===== src/common/tpu_config.svh =====
`ifndef TPU_CONFIG_SVH
`define TPU_CONFIG_SVH

//////////////////////////////
// queue geometry
//////////////////////////////

// number of issue-queue lines, kept even so the queue splits into two halves
`define TPU_ISQ_DEPTH 8
// width of the queue line index carried with each instruction
`define TPU_IDX_W 3

//////////////////////////////
// register file sizes
//////////////////////////////

// logical registers seen by the program
`define TPU_NUM_LREG 16
`define TPU_LREG_W 4
// physical register number width
`define TPU_PREG_W 6
// opaque control bits that ride along with each instruction
`define TPU_CTRL_W 16

`endif


===== src/common/tpu_pkg.sv =====
`default_nettype none

package tpu_pkg;

  `include "tpu_config.svh"

  //////////////////////////////
  // register numbers
  //////////////////////////////

  typedef logic [`TPU_LREG_W-1:0] lreg_t;
  typedef logic [`TPU_PREG_W-1:0] preg_t;

  // one map entry, also used for a physical source or a freed register
  typedef struct packed {
    logic  vld;
    preg_t preg;
  } map_ent_t;

  // whole logical-to-physical map, entry n belongs to logical register n
  typedef map_ent_t [`TPU_NUM_LREG-1:0] reg_map_t;

  //////////////////////////////
  // queue line formats
  //////////////////////////////

  // one issue-queue line as it comes in from the queue
  typedef struct packed {
    logic [`TPU_IDX_W-1:0]  idx;
    logic                   inst_vld;
    logic                   lsrc1_vld;
    lreg_t                  lsrc1;
    logic                   ldst_vld;
    lreg_t                  ldst;
    logic                   lsrc2_vld;
    lreg_t                  lsrc2;
    logic [`TPU_CTRL_W-1:0] ctrl;
    // physical destination, allocated before the line enters the queue
    preg_t                  pdest;
  } isq_lin_t;

  // one renamed instruction, logical sources replaced by physical ones
  typedef struct packed {
    logic [`TPU_IDX_W-1:0]  idx;
    logic                   inst_vld;
    map_ent_t               psrc1;
    map_ent_t               psrc2;
    logic                   ldst_vld;
    logic [`TPU_CTRL_W-1:0] ctrl;
    preg_t                  pdest;
  } tpu_inst_t;

  // identity map: logical n sits in physical n, all entries valid
  function automatic reg_map_t ident_map();
    reg_map_t m;
    for (int n = 0; n < `TPU_NUM_LREG; n++) begin
      m[n].vld  = 1'b1;
      m[n].preg = preg_t'(n);
    end
    return m;
  endfunction

endpackage

`default_nettype wire


===== src/tpu/tpu_seg_hdr.sv =====
`default_nettype none
`timescale 1ns/100ps

`include "tpu_config.svh"

// segment headers of the rename chain
// holds the arch bit and one saved map per queue half,
// and picks the map that enters each half
module tpu_seg_hdr (
  input  wire logic              clk,
  input  wire logic              rst_n,
  // pulse, hands the head over to the other half
  input  wire logic              arch_swt_i,
  // map at the last line of the low half
  input  wire tpu_pkg::reg_map_t mid_tail_map_i,
  // map at the last line of the high half
  input  wire tpu_pkg::reg_map_t end_tail_map_i,
  // map entering line 0
  output tpu_pkg::reg_map_t      top_entry_map_o,
  // map entering line D/2
  output tpu_pkg::reg_map_t      mid_entry_map_o,
  output logic                   arch_o
);

  import tpu_pkg::*;

  // 0 means the low half holds the head of the queue
  logic     arch_q;
  // architectural map at the head of each half
  reg_map_t top_hdr_q;
  reg_map_t mid_hdr_q;
  // header load strobes
  logic     top_ld;
  logic     mid_ld;

  // the half that retires leaves its tail map as the new head state
  assign mid_ld = arch_swt_i & ~arch_q;
  assign top_ld = arch_swt_i & arch_q;

  //////////////////////////////
  // arch bit and headers
  //////////////////////////////

  always_ff @(posedge clk or negedge rst_n)
  begin
    if (!rst_n)
    begin
      arch_q <= 1'b0;
    end
    else if (arch_swt_i)
    begin
      arch_q <= ~arch_q;
    end
  end

  always_ff @(posedge clk or negedge rst_n)
  begin
    if (!rst_n)
    begin
      top_hdr_q <= ident_map();
      mid_hdr_q <= ident_map();
    end
    else
    begin
      if (top_ld)
      begin
        top_hdr_q <= end_tail_map_i;
      end
      if (mid_ld)
      begin
        mid_hdr_q <= mid_tail_map_i;
      end
    end
  end

  // head half starts from its header, the other half continues the chain
  assign top_entry_map_o = arch_q ? end_tail_map_i : top_hdr_q;
  assign mid_entry_map_o = arch_q ? mid_hdr_q : mid_tail_map_i;
  assign arch_o          = arch_q;

  a_swt_known : assert property (
    @(posedge clk) disable iff (!rst_n)
    !$isunknown(arch_swt_i)
  );

  // header of the new head half holds the tail map seen at the switch
  a_hdr_follows_arch : assert property (
    @(posedge clk) disable iff (!rst_n)
    arch_swt_i |=> (arch_q ? (mid_hdr_q == $past(mid_tail_map_i))
                           : (top_hdr_q == $past(end_tail_map_i)))
  );

endmodule

`default_nettype wire


===== config.mk =====
export PLATFORM = sky130hd
export DESIGN_NAME = tpu_seg_hdr
export DESIGN_NICKNAME = d
export VERILOG_FILES = /design/src/common/tpu_pkg.sv /design/src/tpu/tpu_seg_hdr.sv
export VERILOG_INCLUDE_DIRS = /design/src /design/src/common
export SDC_FILE = /design/constraint.sdc
export NUM_CORES = 1
export LEC_CHECK = 0
export BUFFER_PORTS_ARGS = -buffer_cell sky130_fd_sc_hd__buf_2
export CAP_MARGIN = 30
export CORE_AREA = 4 4 174 176
export DETAILED_ROUTE_END_ITERATION = 8
export DIE_AREA = 0 0 178 180
export GPL_TIMING_DRIVEN = 0
export PLACE_DENSITY_LB_ADDON = 0.08
export REMOVE_ABC_BUFFERS = 1
export SYNTH_ARGS = -nofsm -noshare
export SYNTH_HDL_FRONTEND = slang
export SYNTH_SLANG_ARGS = --single-unit

===== constraint.sdc =====
create_clock -name clk -period 2.94 [get_ports clk]
set_input_delay 0.147 -clock clk [delete_from_list [all_inputs] [get_ports clk]]
set_output_delay 0.147 -clock clk [all_outputs]
set_load 0.01 [all_outputs]

[After elaboration in Yosys (flattened, before gate mapping)]
Cells that the tools add are included.
Storage, ports and cells
  register bits after elaboration: 225
  bits of input ports: 227
  output and inout bits: 225
  logic and storage cells: 70
Operators by class
  multiplexer cells: 2
  bitwise gates (word level): 3
Operators with widths (count)
  $mux 112: 2
  $and 1x1->1: 2
  $not 1->1: 1

[Longest topological paths before layout]
Gate-level depths: netlist of the first run.
  depth after elaboration: 2
  mapped depth: 5
  depth with buffers taken out: 2

[Worst setup path after synthesis of the first run]
No wires, ideal clock.
  kind: register -> output
  start: reg arch_q, in the netlist arch_o
  end: out top_entry_map_o[100] (netlist name)
  arrival time: 1.318 ns
  data required time: 2.793 ns
  setup slack: 1.475 ns
  stages on the path, launching flop included: 5
  buffers on the path: 3
  cells stage by stage: dfrtp_1 > buf_2 > buf_2 > buf_4 > mux2_2
RTL lines
  from (decl): line tpu_seg_hdr.sv:28  | logic arch_q;
  from (signal assigned): line tpu_seg_hdr.sv:52  | arch_q <= ~arch_q;
  to (decl): line tpu_seg_hdr.sv:19  | output tpu_pkg::reg_map_t top_entry_map_o,

==> results by group, run 1 <==
Floorplan
  – # rows: 62
  – Total core area: 28600 µm²
  – I/O pin total: 452
  – Die Span X: 178 µm
  – Initial Util: 39.2%
  – Die height: 180 µm
  – Die ar.: 32000 µm²

Critical path
  – Crit path top cell by count: buf_16
  – Crit-path cells: buf_16 -> buf_16 -> mux2_2 -> buf_2
  – Critical path peak fanout: 51
  – Largest delay contributor family on the critical path: buffers and inverters
  – Slowest-stage cell, CP: dfrtp_4
  – Startpoint Class: flop
  – Critical path class: reg -> out
  – R2R setup slack: 0.42 ns
  – CP Data Required Time: 2.79 ns
  – Crit path DAT: 2.47 ns
  – WP buf/inv: 3
  – Worst setup EP type: primary output
  – Max stage delay on crit path: 0.75 ns

Global routing
  – Number of global-route vias before repair: 9183
  – Total gr overflow: 0
  – First-pass GRT wire length: 49400 µm
  – Initial antenna violation count: 0
  – Gr usage total: 18.9%
  – Largest net degree at the start of global routing: 109

Placed design
  – PortBufs: 451
  – Pre-CTS setup slack: 0.356 ns
  – Gp weighted congestion: 0.728
  – Final HPWL DP: 21600 µm

Clock network
  – Clock sink count: 225
  – CTS tree: built
  – Hold buffers post-CTS: 226
  – Clock Tree Root: clkbuf_16
  – Total setup buffers inserted after CTS: 0
  – TritonCTS Buffers: 27
  – Worst-path clk slew: 0.06 ns
  – Clock latency at the later pin of the worst-skew pair: 0.52 ns
  – PostCTS Resize Cnt: 0
  – CTS H-tree lvls: 1
  – Max clock buf depth: 3

Drt
  – Initial drt markers: 241
  – DRT Pass-1 Iters: 4
  – Final wirelength: 31100 µm
  – Antenna-violating nets left: 0
  – Vias: 8403
  – Via-to-Cell Ratio: 4.68
  – Drt wl/cell: 17.3 µm
  – DRC viols: 0

Synth
  – Unique masters post-synth: 11
  – Cell Area, Synth: 11200 µm²
  – Syn_area_per_cell: 15.5 µm²
  – Yosys warns: 0
  – Synth Instances: 725
  – Seq/Total Area, Yosys: 51.3%
  – Simple-Gate Fraction of Synth Area: 0.112%
  – Synthesized flop and latch total: 225
  – Largest family of logic cells by synthesized area: multiplexers
  – Area fraction in compound gates after synthesis: 0%
  – Multiplexer area fraction after synthesis: 45.3%
  – Post-Synth Adder-Cell Area: 0%
  – Post-Synth XOR/XNOR Area: 0.0781%

Timing
  – Final min period: 2.62 ns
  – Final Cycle Share: 89.0%
  – Fmax: 0.382 GHz
  – Fin. Hold Viols: 0
  – RSZ-0062 raised after global routing: false
  – Final-report max-slew violation count: 0
  – Rel. slew slack: 61.2%
  – Max Clock Skew: 0.00485 ns
  – Final worst setup slack: 0.323 ns
  – Endpoints failing setup: 0
  – Fin Setup TNS: 0 ns
  – Worst slew pin tran: 0.583 ns

Job
  – Max Cap Violations: 0

Layout
  – Commonest non-fill, non-tap cell in the layout: buf_2
  – Syn-to-layout area delta: 51.8%
  – Antenna diode instance count: 0
  – Most frequent cells in the layout: buf_2, mux2_2, dlygate4sd3_1
  – Share of layout cells above drive strength 1: 63.6%
  – Nets: 1618

Power and ir drop
  – Static leakage power: 0.00767 µW
  – Max VDD drop: 0.596 mV
  – Pwr Density: 1020 nW/µm²

Outcome
  – Outcome: complete, no violations

Worst hold path
  – Hold WC Path Type: in -> async
## metrics by stage
stage                     std cells  instance area (µm²)  total power [µW]  utilization, %  hold slack (ns)
final                          1795                17000             17400            59.5           0.0705
after global routing           1795                17000             18600            59.5           0.0750
after CTS                      1795                17000             17700            59.5           0.0429
after detailed placement       1520                13900             14000            48.5           0.0179
after global placement         1511                13600              8990            47.5            0.368
after floorplan                 676                10900              8960               -           -0.149
## final timing paths
check	startpoint	endpoint	cells after the start
min	rst_n	top_hdr_q[70]$_DFFE_PN0P_	2
min in group clk	end_tail_map_i[93]	top_hdr_q[93]$_DFFE_PN1P_	3
min reg2reg	mid_hdr_q[79]$_DFFE_PN0P_	mid_hdr_q[79]$_DFFE_PN0P_	1
max	arch_o$_DFFE_PN0P_	top_entry_map_o[16]	4
max in group asynchronous	rst_n	mid_hdr_q[22]$_DFFE_PN1P_	3
max reg2reg	arch_o$_DFFE_PN0P_	mid_hdr_q[82]$_DFFE_PN0P_	5
## sequential cells by signal, summed over array words and instances (netlist names)
signal,count
mid_hdr_q,112
top_hdr_q,112
arch_o,1
## final cells by class
| type | instances | area (µm²) |
|---|---|---|
| well taps | 384 | 480 |
| clock buffers | 45 | 843 |
| repair buffers | 686 | 4780 |
| clock inverters | 4 | 45.0 |
| multi-input cells | 451 | 5120 |
| flip-flops and latches | 225 | 5750 |
| fillers | 2380 | 11600 |
## kinds of logic (layout without fill, tap and decap cells)
group | Yosys count | count (layout)
xor+xnor | 1 | 1
mux | 448 | 448
simple gates | 2 | 2
flops | 225 | 225
buf+inv | 49 | 735
## routing by layer
metal  GRT usage [%]  part of all wire (%)
met5               0                     0
met4            6.28                   3.4
met3            4.87                   7.5
met2            33.8                    51
met1            21.9                    38
## cells in the mapped netlist
master	n	share of area (%)
buf_2	16	0.71
buf_4	24	1.6
buf_6	9	0.90
dfrtp_1	129	29
dfstp_2	96	22
mux2_1	151	15
mux2_2	288	29
mux2_4	9	1.2
nand2_2	1	0.056
nand2b_1	1	0.056
xor2_1	1	0.078
## power breakdown
group / switching [µW] / internal [µW] / total (µW)
clock network: 1270 / 2020 / 3290
logic: 3670 / 4480 / 8150
registers: 786 / 5160 / 5950
Power figures use the tool's default switching activity.
==> inputs of run 2 (changes only) <==
Settings changed: CELL_PAD_IN_SITES_DETAIL_PLACEMENT set to 0, CELL_PAD_IN_SITES_GLOBAL_PLACEMENT set to 2, CORE_AREA 4 4 174 176 to unset, CORE_MARGIN set to 4, CORE_UTILIZATION set to 35, DIE_AREA 0 0 178 180 to unset.
==> run 2 against run 1 <==
  * Worst hold slack improved by 0.11 ns
  * Via count barely moved
  * Fmax fell by 5.9%
  * Total power rose by 1.4%
  * Non-clock buffer count fell by 1
  * Register-to-register slack improved by 0.06 ns
  * Cell count rose by 1.2%
  * Worst setup slack got worse by 0.16 ns
  * Sequential cell count did not move
  * Global-route usage fell by 0.70 points
  * Largest cell class unchanged
  * Highest routed layer unchanged
==> results by group, run 2 (synthesized netlist as in run 1, its figures left out) <==
Critical path
  – Critical path class: reg -> out
  – Worst setup EP type: primary output
  – Critical path peak fanout: 66 (+29%)
  – Crit-path cells: buf_16 -> buf_16 -> mux2_2 -> buf_2
  – Crit path DAT: 2.63 ns (+0.16 ns)
  – CP Data Required Time: 2.79 ns (about the same)
  – Crit path top cell by count: buf_16
  – Max stage delay on crit path: 0.72 ns (-0.03 ns)
  – Startpoint Class: flop
  – Slowest-stage cell, CP: dfrtp_4

Floorplan
  – Die Span X: 187 µm (+5.0%)
  – # rows: 65 (+4.8%)
  – Total core area: 31600 µm² (+10%)
  – Die ar.: 35000 µm² (+9.1%)
  – I/O pin total: 452 (unchanged)
  – Die height: 187 µm (+3.9%)
  – Initial Util: 35.5% (-3.6 points)

Global routing
  – Total gr overflow: 0 (unchanged)
  – First-pass GRT wire length: 52000 µm (+5.1%)
  – Largest net degree at the start of global routing: 113 (+3.7%)
  – Gr usage total: 18.2% (-0.70 points)
  – Number of global-route vias before repair: 9236 (+0.58%)
  – Initial antenna violation count: 0 (unchanged)

Power and ir drop
  – Max VDD drop: 0.773 mV (+30%)
  – Static leakage power: 0.00768 µW (+0.13%)
  – Net Sw Frac: 33.3% (+0.35 points)
  – Pwr Density: 1030 nW/µm² (+1.1%)
  – Total power: 17600 µW (+1.4%)
  – Logic pwr share: 46.5% (-0.4 points)
  – Sequential share of power: 33.7% (-0.5 points)
  – Clock Power Share: 19.9% (+1.0 points)
  – NetSw: 5870 µW (+2.5%)
  – Cell-internal power: 11800 µW (+0.87%)

Worst hold path
  – Hold WC Path Type: in -> async

Timing
  – Fin. Hold Viols: 0 (unchanged)
  – Rel. slew slack: 50.0% (-11 points)
  – Endpoints failing setup: 0 (unchanged)
  – Fmax: 0.360 GHz (-5.9%)
  – Worst slew pin tran: 0.750 ns (+0.167 ns)
  – RSZ-0062 raised after global routing: false
  – Final-report max-slew violation count: 0 (unchanged)
  – Final min period: 2.78 ns (+0.164 ns)
  – Final worst setup slack: 0.159 ns (-0.164 ns)
  – Final Cycle Share: 94.6% (+5.6 points)
  – Max Clock Skew: 0.00813 ns (+0.00329 ns)
  – Hold Worst Slack: 0.183 ns (+0.113 ns)

Clock network
  – CTS H-tree lvls: 1 (unchanged)
  – Clock sink count: 225 (unchanged)
  – CTS tree: built
  – TritonCTS Buffers: 28 (+3.7%)
  – Max clock buf depth: 3 (unchanged)
  – PostCTS Resize Cnt: 0 (unchanged)
  – Worst-path clk slew: 0.06 ns (about the same)
  – Clock latency at the later pin of the worst-skew pair: 0.53 ns (about the same)
  – Clock Tree Root: clkbuf_16

Drt
  – Final wirelength: 32800 µm (+5.2%)
  – Initial drt markers: 277 (+15%)
  – Via-to-Cell Ratio: 4.63 (-1.1%)
  – DRC viols: 0 (unchanged)
  – Antenna-violating nets left: 0 (unchanged)
  – Vias: 8408 (+0.060%)
  – Drt wl/cell: 18.0 µm (+4.0%)
  – DRT Pass-1 Iters: 4 (unchanged)

Placed design
  – Gp weighted congestion: 0.729 (+0.11%)
  – PortBufs: 451 (unchanged)
  – Final HPWL DP: 21900 µm (+1.4%)
  – Dpl cells: 1536 (+1.1%)
  – Pre-CTS setup slack: -0.0622 ns (-0.418 ns)

Layout
  – Commonest non-fill, non-tap cell in the layout: buf_2
  – Syn-to-layout area delta: 52.3%
  – Finished Layout Cells: 1816 (+1.2%)
  – Utilization after layout: 54.1% (-5.3 points)
  – Fillcell total: 2818 (+18%)
  – Antenna diode instance count: 0 (unchanged)
  – Share of layout cells above drive strength 1: 63.7% (+0.15 points)
  – Nets: 1619 (+0.062%)
  – Most frequent cells in the layout: buf_2, mux2_2, dlygate4sd3_1

Outcome
  – Outcome: complete, no violations

Job
  – Max Cap Violations: 0 (unchanged)
-- run 2: cell types whose count changed in the layout (fill, tap and decap cells not counted), sizes merged --
cell,delta
clkinvlp,+2
clkbuf,-2
buf,-1
clkinv,+2
nand2b,+1
bufinv,+1
-- run 2: path summary, 6_finish.rpt --
| path | startpoint | to | slack, ns | cells past startpoint |
|---|---|---|---|---|
| hold reg to reg | mid_hdr_q[9]$_DFFE_PN0P_ | mid_hdr_q[9]$_DFFE_PN0P_ | 0.48 | 1 |
| max in group asynchronous | rst_n | arch_o$_DFFE_PN0P_ | 2.13 | 3 |
| setup reg to reg | arch_o$_DFFE_PN0P_ | mid_hdr_q[24]$_DFFE_PN0P_ | 0.48 | 4 |
| hold / removal | rst_n | mid_hdr_q[80]$_DFFE_PN1P_ | 0.18 | 2 |
| min in group clk | mid_tail_map_i[2] | mid_hdr_q[2]$_DFFE_PN0P_ | 0.37 | 3 |
| setup / recovery | arch_o$_DFFE_PN0P_ | top_entry_map_o[77] | 0.16 | 4 |
-- run 2: worst max-delay path, delay by kind of cell, from the launching register on --
kind,cells,cell delay (ns)
buffers and inverters,3,0.82
DFF,1,0.72
muxes,1,0.39
-- run 2: area by class of cell --
class / count / area (µm²) / area share, %
sequential: 225 / 5750 / 33.7
multi-input combinational: 452 / 5130 / 30.0
clock buffer: 43 / 848 / 4.97
clock inverter: 9 / 100 / 0.586
timing repair buffer: 685 / 4740 / 27.8
tap: 402 / 503 / 2.95
-- run 2: routing by layer --
| layer | part of all wire, % | routed length, µm | up-vias | GRT usage, % |
|---|---|---|---|---|
| met5 | 0 | 0 | - | 0 |
| met4 | 2.1 | 694 | 0 | 3.84 |
| met3 | 6.8 | 2230 | 42 | 5.28 |
| met2 | 50 | 16400 | 256 | 32.7 |
| met1 | 41 | 13400 | 4136 | 21.8 |
| li1 | - | - | 3974 | - |
-- run 2: timing repair --
action                                  in CTS  in global routing
endpoints found under the setup margin     127                  0
hold buffers                               226                  0
setup buffers                                1                  0
hold endpoints to repair                   359                  0
-- run 2: through the flow --
| stage | cell area (µm²) | TNS [ns] |
|---|---|---|
| 3_5_place_dp | 13800 | -1.80 |
| 5_1_grt | 17100 | 0 |
| 4_1_cts | 17100 | 0 |
| 2_1_floorplan | 10900 | -1997.00 |
| 6_report | 17100 | 0 |
| 3_3_place_gp | 13600 | -4346.24 |
-- run 2: power by group through the flow --
| stage | Combinational (µW) | Clock (µW) | Sequential, µW |
|---|---|---|---|
| after floorplan | 3630 | 0 | 5330 |
| after global placement | 4030 | 0 | 4860 |
| after detailed placement | 7970 | 0 | 6030 |
| after CTS | 8370 | 3640 | 5940 |
| after global routing | 8890 | 3770 | 6150 |
| final | 8190 | 3500 | 5930 |
