--- src/common/tpu_config.svh ---
`ifndef TPU_CONFIG_SVH
`define TPU_CONFIG_SVH

//////////////////////////////
// queue geometry
//////////////////////////////

// number of issue-queue lines, kept even so the queue splits into two halves
`define TPU_ISQ_DEPTH 8
// width of the queue line index carried with each instruction
`define TPU_IDX_W 3

//////////////////////////////
// register file sizes
//////////////////////////////

// logical registers seen by the program
`define TPU_NUM_LREG 16
`define TPU_LREG_W 4
// physical register number width
`define TPU_PREG_W 6
// opaque control bits that ride along with each instruction
`define TPU_CTRL_W 16

`endif

--- src/common/tpu_pkg.sv ---
`default_nettype none

package tpu_pkg;

  `include "tpu_config.svh"

  //////////////////////////////
  // register numbers
  //////////////////////////////

  typedef logic [`TPU_LREG_W-1:0] lreg_t;
  typedef logic [`TPU_PREG_W-1:0] preg_t;

  // one map entry, also used for a physical source or a freed register
  typedef struct packed {
    logic  vld;
    preg_t preg;
  } map_ent_t;

  // whole logical-to-physical map, entry n belongs to logical register n
  typedef map_ent_t [`TPU_NUM_LREG-1:0] reg_map_t;

  //////////////////////////////
  // queue line formats
  //////////////////////////////

  // one issue-queue line as it comes in from the queue
  typedef struct packed {
    logic [`TPU_IDX_W-1:0]  idx;
    logic                   inst_vld;
    logic                   lsrc1_vld;
    lreg_t                  lsrc1;
    logic                   ldst_vld;
    lreg_t                  ldst;
    logic                   lsrc2_vld;
    lreg_t                  lsrc2;
    logic [`TPU_CTRL_W-1:0] ctrl;
    // physical destination, allocated before the line enters the queue
    preg_t                  pdest;
  } isq_lin_t;

  // one renamed instruction, logical sources replaced by physical ones
  typedef struct packed {
    logic [`TPU_IDX_W-1:0]  idx;
    logic                   inst_vld;
    map_ent_t               psrc1;
    map_ent_t               psrc2;
    logic                   ldst_vld;
    logic [`TPU_CTRL_W-1:0] ctrl;
    preg_t                  pdest;
  } tpu_inst_t;

  // identity map: logical n sits in physical n, all entries valid
  function automatic reg_map_t ident_map();
    reg_map_t m;
    for (int n = 0; n < `TPU_NUM_LREG; n++) begin
      m[n].vld  = 1'b1;
      m[n].preg = preg_t'(n);
    end
    return m;
  endfunction

endpackage

`default_nettype wire

--- src/tpu/tpu_lin.sv ---
`default_nettype none
`timescale 1ns/100ps

`include "tpu_config.svh"

// one rename line of the tag processing unit
// reads the map left by the line before, renames both sources,
// writes its own destination and hands the map on to the next line
module tpu_lin (
  input  wire logic               clk,
  input  wire logic               rst_n,
  // issue-queue line held in this slot
  input  wire tpu_pkg::isq_lin_t  isq_lin_i,
  // map as left by the previous line (or a segment header)
  input  wire tpu_pkg::reg_map_t  prv_map_i,
  // destination-ready update from wakeup
  input  wire logic               dst_reg_rdy_i,
  input  wire logic               dst_rdy_reg_en_i,
  // map after this line's destination write
  output tpu_pkg::reg_map_t       cur_map_o,
  // renamed instruction
  output tpu_pkg::tpu_inst_t      tpu_out_o,
  // mapping displaced by the new destination
  output tpu_pkg::map_ent_t       fre_preg_o,
  output logic                    inst_rdy_o
);

  import tpu_pkg::*;

  // line writes a new mapping for its destination
  logic     dst_wr;
  // stored destination-ready flag
  logic     rdy_q;
  // source lookups before the valid qualifier
  map_ent_t src1_ent;
  map_ent_t src2_ent;

  assign dst_wr = isq_lin_i.inst_vld & isq_lin_i.ldst_vld;

  //////////////////////////////
  // source lookup
  //////////////////////////////

  // both sources read the incoming map, never this line's own write
  assign src1_ent = prv_map_i[isq_lin_i.lsrc1];
  assign src2_ent = prv_map_i[isq_lin_i.lsrc2];

  always_comb
  begin
    // fields that pass straight through
    tpu_out_o.idx      = isq_lin_i.idx;
    tpu_out_o.inst_vld = isq_lin_i.inst_vld;
    tpu_out_o.ldst_vld = isq_lin_i.ldst_vld;
    tpu_out_o.ctrl     = isq_lin_i.ctrl;
    tpu_out_o.pdest    = isq_lin_i.pdest;
    // unused source reads as an all-zero entry
    if (isq_lin_i.lsrc1_vld)
    begin
      tpu_out_o.psrc1 = src1_ent;
    end
    else
    begin
      tpu_out_o.psrc1 = '0;
    end
    if (isq_lin_i.lsrc2_vld)
    begin
      tpu_out_o.psrc2 = src2_ent;
    end
    else
    begin
      tpu_out_o.psrc2 = '0;
    end
  end

  //////////////////////////////
  // map update
  //////////////////////////////

  always_comb
  begin
    cur_map_o = prv_map_i;
    // new destination takes over the logical register
    if (dst_wr)
    begin
      cur_map_o[isq_lin_i.ldst].vld  = 1'b1;
      cur_map_o[isq_lin_i.ldst].preg = isq_lin_i.pdest;
    end
  end

  // old mapping of the destination is freed once this line retires
  assign fre_preg_o = dst_wr ? prv_map_i[isq_lin_i.ldst] : '0;

  //////////////////////////////
  // destination ready flag
  //////////////////////////////

  always_ff @(posedge clk or negedge rst_n)
  begin
    if (!rst_n)
    begin
      rdy_q <= 1'b0;
    end
    else if (dst_rdy_reg_en_i)
    begin
      rdy_q <= dst_reg_rdy_i;
    end
  end

  // empty slot never reports ready
  assign inst_rdy_o = rdy_q & isq_lin_i.inst_vld;

  // allocator must hand in a real pdest whenever the line writes the map
  a_pdest_known : assert property (
    @(posedge clk) disable iff (!rst_n)
    dst_wr |-> !$isunknown(isq_lin_i.pdest)
  );

endmodule

`default_nettype wire

--- config.mk ---
export PLATFORM = sky130hd
export DESIGN_NAME = tpu_lin
export DESIGN_NICKNAME = d
export VERILOG_FILES = /design/src/common/tpu_pkg.sv /design/src/tpu/tpu_lin.sv
export VERILOG_INCLUDE_DIRS = /design/src /design/src/common
export SDC_FILE = /design/constraint.sdc
export NUM_CORES = 1
export LEC_CHECK = 0
export BUFFER_PORTS_ARGS = -buffer_cell sky130_fd_sc_hd__buf_2
export CAP_MARGIN = 5
export CORE_AREA = 2 2 124 126
export CTS_BUF_LIST = sky130_fd_sc_hd__clkbuf_4
export DETAILED_ROUTE_END_ITERATION = 6
export DIE_AREA = 0 0 126 128
export PLACE_DENSITY = 0.74
export SKIP_CTS_REPAIR_TIMING = 1
export SLEW_MARGIN = 25
export SYNTH_ARGS = -nofsm -noshare
export SYNTH_HDL_FRONTEND = slang
export SYNTH_SLANG_ARGS = --single-unit
--- constraint.sdc ---
create_clock -name clk -period 3.21 [get_ports clk]
set_clock_uncertainty 0.1 [all_clocks]
set_input_delay 0.4815 -clock clk [delete_from_list [all_inputs] [get_ports clk]]
set_output_delay 0.4815 -clock clk [all_outputs]
set_load 0.02 [all_outputs]
Yosys cells after proc, flatten, opt, wreduce, memory -nomap -nowiden
Cells that the tools add are included.
{ "classes": {"order_cmp": 4, "muxes": 16, "bitwise_logic": 2, "n_reduce_logical": 1} }
{ "ops": {"columns": ["operator", "n"], "rows": [
  ["$bwmux W112", 2],
  ["$mux W112", 1],
  ["$bmux W7 S4", 3],
  ["$demux W7 S4", 2],
  ["$mux W7", 7],
  ["$lt A4 B5 Y1 const B", 3],
  ["$mux W6", 1],
  ["$ge A4 B1 Y1 const B", 1],
  ["$and A1 B1 Y1", 2],
  ["$logic_and A1 B1 Y1", 1]
]} }
{ "totals": {"regBits": 1, "in_bits": 157, "out_inout_bits": 161, "word_cells": 24} }

Depth between registers and ports, before layout
Gate-level depths: netlist of the first run.
{ "logic_depth": {"word_depth": 7, "depth_mapped": 7, "depth_no_buf": 4} }

Worst setup path after synthesis of the first run
OpenSTA, ideal clock, no wires.
{ "synth_path": {"kind": "input-to-output", "start": "input isq_lin_i[34] (netlist name)", "end": "output tpu_out_o[31] (netlist name)", "arrival_ps": 1821, "t_required_ps": 2628, "path_slack_ps": 808, "stages": 6, "n_path_buf": 2, "cell_sequence": "clkbuf_2 > buf_1 > nor2_1 > a22oi_1 > a22oi_1 > o211ai_1"} }
{ "synth_lines": {"columns": ["element", "line_no", "rtl"], "rows": [
  ["start: declaration", "tpu_lin.sv:13", "input wire tpu_pkg::isq_lin_t isq_lin_i,"],
  ["end: declaration", "tpu_lin.sv:22", "output tpu_pkg::tpu_inst_t tpu_out_o,"]
]} }

==> reports/qor.txt, run 1 <==
IO buf count - 279
worst slew margin relative to its limit - 49.4%
sequential-to-total area share from yosys stat - 0.552%
Overall Global Routing Usage - 25.2%
Remaining DRCs - 0
drt first pass iters - 6
top-area cell type share of the netlist area - 33.3%
Final Critical Period - 2.87 ns
Routed WL - 22.0 mm
multi-input combinational cell area - 0.00405 mm²
Synth-to-Final Area Change - 30.7%
routability congestion estimate - 0.916
clock transition at the registers of the reported paths - 0 ns
Die ar. - 0.0161 mm²
status - finished clean
Worst VDD drop - 92.7 µV
DRC marker count from the first detailed-route iteration - 525
Crit path largest cell delay - 0.38 ns
DR vias - 5179
CP cell instances - buf_2, nand2_1, nor4_4, buf_4, mux2_2, buf_2
vias per cell - 6.10
Largest register FFs - 1
Slew @ Worst Pin - 0.760 ns
CP most frequent cell - buf_2
total congestion overflow - 0
CP Capture Type - output port
Hold Fails Final Rpt - 0
Antenna Cells - 0
nets - 820
most frequent cells in the layout - buf_2, mux2_2, mux4_2, mux2i_1, buf_4
fin. max-slew vios - 0
Core Footprint - 0.0149 mm²
mean post-synth cell area - 10.7 µm²
Post-synth EDFFs - 0
Synth area leaders - mux4_2, mux2_2, mux2i_1
fin crit share - 89.3%
Pwr Density - 159 mW/mm²
most common cell after layout, fill and taps aside - buf_2
share of cells above drive strength 1 - 74.6%
Top delay family on crit path - buffers and inverters
max_cap viols - 0
Highest Clock Rate - 349 MHz
largest area contributor in the netlist - mux4_2
Crit-path slowest cell - nor4_4
pin count of the biggest net entering global routing - 33
Die Y - 128 µm
Syn Nets - 581
DP HPWL - 17.3 mm
initial antenna violation count - 0
Initial Util - 30.5%
final core utilization - 39.8%
Crit Path Max Fanout - 16
Worst EP required - 2.63 ns
main flop type after synthesis - dfrtp_1
Critical Path AT - 2.28 ns
Fill cells - 1528
Yosys cell types - 39
antenna-violating nets left - 0
Setup CP Type - in -> out
Skew-Pair Late Insertion Delay - 0 ns
Mapped Area - 0.00453 mm²
Biggest register - rdy_q
row count - 45
Setup Total Neg Slack - 0 ns
Cells after Synth - 424
leakage - 2.67 nW
Regs by FF count - rdy_q x1
Synth async-reset ratio - 100%
Worst setup SP type - input pin
Final setup viols - 0
worst hold path type - in -> async
Die Span X - 126 µm
Ports - 318
Synth warnings - 0
Register Area - 25.0 µm²
vias in the first global route - 4743
RSZ-0062 raised after global routing - no
WP buf/inv - 3
first-pass GRT wire length - 31.1 mm
Synth Register Bits - 1
wire length per cell - 25.9 µm
## report_power, final
group	switching [mW]	internal (mW)
logic	0.516	0.412
registers	0.000550	0.0141
clock network	0	0
total	0.516	0.426
## cells in the mapped netlist, types with 3 or more instances
cell        n
mux2_1      6
o211ai_1    5
a211oi_1    9
a22oi_1    14
buf_4      33
o221ai_1    3
a31o_1      4
nor2b_1    20
buf_6       8
mux4_2     67
buf_1       3
mux2_4     12
nand2b_1   19
o22ai_1     5
mux2i_1    40
nand2_1     8
clkbuf_1   16
nor2_1      9
nor2_2      9
mux2_2     79
buf_2       8
nand3_1     6
a2111oi_0   6
or2_2      12
## cell type report
| type | instances | share of cell area (%) |
|---|---|---|
| timing repair buffer | 306 | 27.2 |
| sequential | 1 | 0.422 |
| multi-input combinational | 354 | 68.4 |
| tap | 188 | 3.97 |
## metal layers
| metal | up-vias | track usage, % | wire length, µm |
|---|---|---|---|
| met2 | 462 | 40.0 | 9990 |
| met4 | 0 | 7.37 | 810 |
| met1 | 2478 | 34.2 | 8580 |
| li1 | 2172 | - | - |
| met5 | - | 0 | 0 |
| met3 | 67 | 6.14 | 2620 |
## metrics by stage
| step | power (mW) | instances | worst slack [ns] | cell area (µm²) | hold slack [ns] |
|---|---|---|---|---|---|
| finish | 0.943 | 849 | 0.344 | 5920 | 0.156 |
| global route | 0.993 | 849 | 0.294 | 5920 | 0.164 |
| CTS | 0.934 | 849 | 0.386 | 5920 | 0.157 |
| detailed placement | 0.931 | 849 | 0.387 | 5920 | 0.157 |
| global placement | 0.925 | 849 | 0.379 | 5920 | 0.157 |
| floorplan | 0.633 | 424 | 0.808 | 4530 | 0.0859 |
## logic make-up (layout without fill, tap and decap cells)
kind of cell	Yosys count	after routing	share of synthesized area (%)
AO/OA/AOI/OAI	52	52	8.89
buffers and inverters	69	306	10.0
flip-flops	1	1	0.552
multiplexers	204	204	67.2
AND/OR/NAND/NOR	98	98	13.3
## worst paths after layout
path	from	to	slack (ns)	cells past startpoint
max in group asynchronous	rst_n	rdy_q$_DFFE_PN0P_	2.77	1
hold / removal	rst_n	rdy_q$_DFFE_PN0P_	0.16	1
setup reg to reg	rdy_q$_DFFE_PN0P_	rdy_q$_DFFE_PN0P_	2.38	1
min in group clk	rdy_q$_DFFE_PN0P_	rdy_q$_DFFE_PN0P_	0.39	1
hold reg to reg	rdy_q$_DFFE_PN0P_	rdy_q$_DFFE_PN0P_	0.39	1
setup / recovery	isq_lin_i[30]	cur_map_o[89]	0.34	6
(Power assumes the default switching activity.)
==> run 2: changes to the inputs <==
CELL_PAD_IN_SITES_DETAIL_PLACEMENT = 0   (was default)
CELL_PAD_IN_SITES_GLOBAL_PLACEMENT = 1   (was default)
PLACE_DENSITY = 0.95   (was 0.74)
==> run 2 against run 1 <==
- wire length is 1.4% higher
- via count is 0.75% lower
- highest routed layer unchanged
- largest cell class unchanged
- sequential share of layout area is essentially flat
- largest power group unchanged
- final cell count decreased by 0.12%
==> reports/qor.txt, run 2 (same netlist as run 1, synthesis figures left out) <==
Slew @ Worst Pin - 1.00 ns
Regs by FF count - rdy_q x1
Synth-to-Final Area Change - 30.8%
Worst setup SP type - input pin
CP cell instances - buf_2, nand4b_1, nor2_2, mux2_2, buf_2
Skew-Pair Late Insertion Delay - 0 ns
Crit path largest cell delay - 0.66 ns
Setup CP Type - in -> out
fin crit share - 92.2%
Ports - 318
wire length per cell - 26.3 µm
Critical Path AT - 2.38 ns
Die Y - 128 µm
WP buf/inv - 2
worst hold path type - in -> async
initial antenna violation count - 0
Largest register FFs - 1
Antenna Cells - 0
routability congestion estimate - 0.950
leakage - 2.67 nW
IO buf count - 279
Post-DP Area - 0.00593 mm²
Crit Path Max Fanout - 16
most common cell after layout, fill and taps aside - buf_2
final core utilization - 39.9%
Setup Total Neg Slack - 0 ns
Clk pwr share - 0%
vias in the first global route - 4978
DR vias - 5140
RSZ-0062 raised after global routing - no
Worst VDD drop - 76.2 µV
CP most frequent cell - buf_2
Pwr Density - 160 mW/mm²
Die ar. - 0.0161 mm²
Die Span X - 126 µm
total congestion overflow - 0
Final Instance Count excl. Fillers - 848
DP HPWL - 17.9 mm
Top delay family on crit path - simple AND/OR/NAND/NOR gates
Setup crit start - isq_lin_i[28]
total power - 0.946 mW
Crit-path slowest cell - nor2_2
Final Instance Area - 0.00593 mm²
max_cap viols - 0
internal power - 0.428 mW
vias per cell - 6.06
Seq pwr share - 1.6%
Core Footprint - 0.0149 mm²
worst reg2reg path startpoint - rdy_q$_DFFE_PN0P_
fin. max-slew vios - 0
Psw - 0.518 mW
Fill cells - 1517
Routed WL - 22.3 mm
reg2reg setup slack - 2.38 ns
status - finished clean
pin count of the biggest net entering global routing - 25
DRC marker count from the first detailed-route iteration - 533
worst slew margin relative to its limit - 32.8%
Biggest register - rdy_q
Highest Clock Rate - 338 MHz
Final setup viols - 0
clock transition at the registers of the reported paths - 0 ns
Hold Fails Final Rpt - 0
row count - 45
sw frac - 54.7%
Overall Global Routing Usage - 25.8%
share of cells above drive strength 1 - 74.5%
drt first pass iters - 7
nets - 819
CP Capture Type - output port
antenna-violating nets left - 0
first-pass GRT wire length - 31.7 mm
Worst EP required - 2.63 ns
Initial Util - 30.5%
Remaining DRCs - 0
Final Critical Period - 2.96 ns
most frequent cells in the layout - buf_2, mux2_2, mux4_2, mux2i_1, buf_4
placed cell count - 848
Gate power share - 98.4%
## run 2: cell count changes in the layout (fill, tap and decap cells not counted)
cell / before / now
buf_12: 1 / 2
buf_4: 26 / 24
## run 2: worst paths after layout
check | cells after the start | to
max | 5 | cur_map_o[70]
min | 1 | rdy_q$_DFFE_PN0P_
max reg2reg | 1 | rdy_q$_DFFE_PN0P_
min reg2reg | 1 | rdy_q$_DFFE_PN0P_
max in group asynchronous | 1 | rdy_q$_DFFE_PN0P_
min in group clk | 1 | rdy_q$_DFFE_PN0P_
## run 2: layout make-up
cell class | instances | area [µm²] | share of cell area (%)
multi-input combinational | 354 | 4050 | 68.3
sequential | 1 | 25.0 | 0.422
tap | 188 | 235 | 3.97
timing repair buffer | 305 | 1620 | 27.3
## run 2: per-stage QoR
stage	hold WS [ns]	setup WS [ns]
final	0.159	0.251
after global routing	0.164	0.188
after CTS	0.161	0.276
after detailed placement	0.161	0.289
after global placement	0.156	0.347
after floorplan	0.0859	0.808
## run 2: power groups by stage
stage                     sequential, mW  combinational, mW  clock (mW)
final                             0.0147              0.932           0
after global routing              0.0149              0.984           0
after CTS                         0.0147              0.926           0
after detailed placement          0.0147              0.923           0
after global placement            0.0146              0.911           0
after floorplan                   0.0144              0.618           0
## run 2: layer usage
layer,wire length (µm),track usage (%)
met3,2400,4.63
met1,9070,35.7
met4,801,8.66
met5,0,0
met2,10000,40.8
==> run 3: changes to the inputs <==
ABC_AREA = 1   (was default)
CORE_AREA = default   (was 2 2 124 126)
CORE_MARGIN = 2   (was default)
CORE_UTILIZATION = 29   (was default)
DIE_AREA = default   (was 0 0 126 128)
==> run 3 against run 2 <==
- utilization decreased by 4.0 points
- setup slack better by 0.22 ns
- hold slack got worse by 0.0023 ns
- largest power group unchanged
- largest cell class unchanged
- synthesized area grew 15%
- maximum frequency increased by 8.1%
- synthesized cell count rose to 2.8 times the previous value
- power grew 10%
- critical endpoint is now fre_preg_o[6]
- wire length increased by 28%
==> reports/qor.txt, run 3 <==
status - finished clean
Synth area leaders - nand2_1, nand3_1, inv_1
Final setup viols - 0
Worst VDD drop - 62.0 µV
grt met2 use - 48.4%
total congestion overflow - 0
wire length per cell - 18.0 µm
Core Footprint - 0.0178 mm²
DR vias - 8120
worst reg2reg path startpoint - rdy_q$_DFFE_PN0P_
Crit path largest cell delay - 0.37 ns
multi-input combinational cell area - 0.00404 mm²
Remaining DRCs - 0
Overall Global Routing Usage - 28.2%
Yosys cell types - 22
Die Span X - 138 µm
vias per cell - 5.13
fin. max-slew vios - 0
clock transition at the registers of the reported paths - 0 ns
Setup crit start - isq_lin_i[27]
top-area cell type share of the netlist area - 32.9%
antenna-violating nets left - 0
Fill cells - 2138
IO buf count - 279
fin crit share - 85.3%
Final Instance Count excl. Fillers - 1584
placed cell count - 1584
largest area contributor in the netlist - nand2_1
met3 Use GR - 2.70%
Syn Nets - 1324
Setup CP Type - in -> out
pin count of the biggest net entering global routing - 57
max_cap viols - 0
DP HPWL - 22.7 mm
Setup crit end - fre_preg_o[6]
Slew @ Worst Pin - 0.770 ns
Synth warnings - 0
drt first pass iters - 6
Post-synth EDFFs - 0
Cells after Synth - 1167
Worst setup SP type - input pin
mean post-synth cell area - 4.46 µm²
CP cell instances - buf_2, buf_4, o21ai_0, nand2_1, nand2_1, nand2_1, nand2_1, nor2_1, nor2_1, buf_2
reg2reg path depth - 1
RSZ-0062 raised after global routing - no
Synth-to-Final Area Change - 22.4%
most frequent cells in the layout - nand2_1, buf_2, nand3_1, inv_1, nor2_1
Routed WL - 28.5 mm
main flop type after synthesis - dfrtp_1
CP Capture Type - output port
Largest register FFs - 1
Initial Util - 29.3%
Synth Register Bits - 1
Synth async-reset ratio - 100%
Setup WS post-layout - 0.473 ns
worst hold path type - in -> async
DRC marker count from the first detailed-route iteration - 1067
Skew-Pair Late Insertion Delay - 0 ns
met1 GRT Util - 36.8%
CP most frequent cell - nand2_1
Die Y - 138 µm
first-pass GRT wire length - 43.1 mm
Place WS - 0.504 ns
row count - 49
reg2reg setup slack - 2.36 ns
Final Critical Period - 2.74 ns
Antenna Cells - 0
Critical Path AT - 2.16 ns
Worst EP required - 2.63 ns
initial antenna violation count - 1
Ports - 318
total power - 1.05 mW
FF-to-FF End - rdy_q$_DFFE_PN0P_
Setup Total Neg Slack - 0 ns
vias in the first global route - 7481
most common cell after layout, fill and taps aside - nand2_1
Register Area - 25.0 µm²
Mapped Area - 0.00521 mm²
routability congestion estimate - 0.934
leakage - 4.10 nW
Regs by FF count - rdy_q x1
share of cells above drive strength 1 - 23.5%
nets - 1514
Die ar. - 0.0190 mm²
cell with the most instances after synthesis - nand2_1
Pwr Density - 164 mW/mm²
Synth top cells by count - nand2_1, nand3_1, inv_1
sequential-to-total area share from yosys stat - 0.481%
final core utilization - 35.8%
Crit Path Max Fanout - 34
Highest Clock Rate - 365 MHz
Hold Fails Final Rpt - 0
busiest grt layer - met2
worst slew margin relative to its limit - 48.6%
Crit-path slowest cell - buf_4
Biggest register - rdy_q
## run 3: changes by cell type in the layout (fill, tap and decap cells not counted), sizes merged, moves of 40 or more
cell,delta
o21ai,+117
mux2i,-40
mux2,-96
nand2,+462
inv,+134
nand3,+190
nor2,+108
mux4,-67
## run 3: through the flow
| step | area, µm² | hold WS (ns) |
|---|---|---|
| after CTS | 6370 | 0.158 |
| final | 6370 | 0.157 |
| after detailed placement | 6370 | 0.158 |
| after global placement | 6370 | 0.160 |
| after global routing | 6370 | 0.165 |
| after floorplan | 5210 | 0.0859 |
## run 3: worst min path at each step
stage | from | slack [ns] | cells past startpoint | end
global placement | rst_n | 0.16 | 1 | rdy_q$_DFFE_PN0P_
floorplan | rst_n | 0.09 | 0 | rdy_q$_DFFE_PN0P_
CTS | rst_n | 0.16 | 1 | rdy_q$_DFFE_PN0P_
global route | rst_n | 0.16 | 1 | rdy_q$_DFFE_PN0P_
detailed placement | rst_n | 0.16 | 1 | rdy_q$_DFFE_PN0P_
finish | rst_n | 0.16 | 1 | rdy_q$_DFFE_PN0P_
## run 3: metal layers
layer / wire length [µm] / vias to the layer above
li1: - / 3984
met5: 7 / -
met2: 13300 / 501
met3: 2470 / 73
met4: 1130 / 2
met1: 11500 / 3560
## run 3: where the power goes
part	internal, mW	switching [mW]
logic	0.323	0.708
clock network	0	0
registers	0.0141	0.000710
total	0.337	0.709
## run 3: final cells by class
cell class              instances  share of cell area [%]
inverters                     134                    8.01
well taps                     229                    4.50
multi-input cells             925                    63.3
repair buffers                295                    23.8
flip-flops and latches          1                   0.393
## run 3: worst max-delay path: cells and delay by family
family                 cells  cell delay (ns)
AO/OA/AOI/OAI              1             0.21
buffers and inverters      3             0.86
AND/OR/NAND/NOR            6             0.57
## run 3: logic make-up (layout without fill, tap and decap cells)
group / after synthesis / count (layout) / share of synthesized area [%]
simple gates: 793 / 793 / 64.7
buf+inv: 241 / 429 / 22.0
compound gates: 131 / 131 / 12.6
mux: 1 / 1 / 0.216
flops: 1 / 1 / 0.480
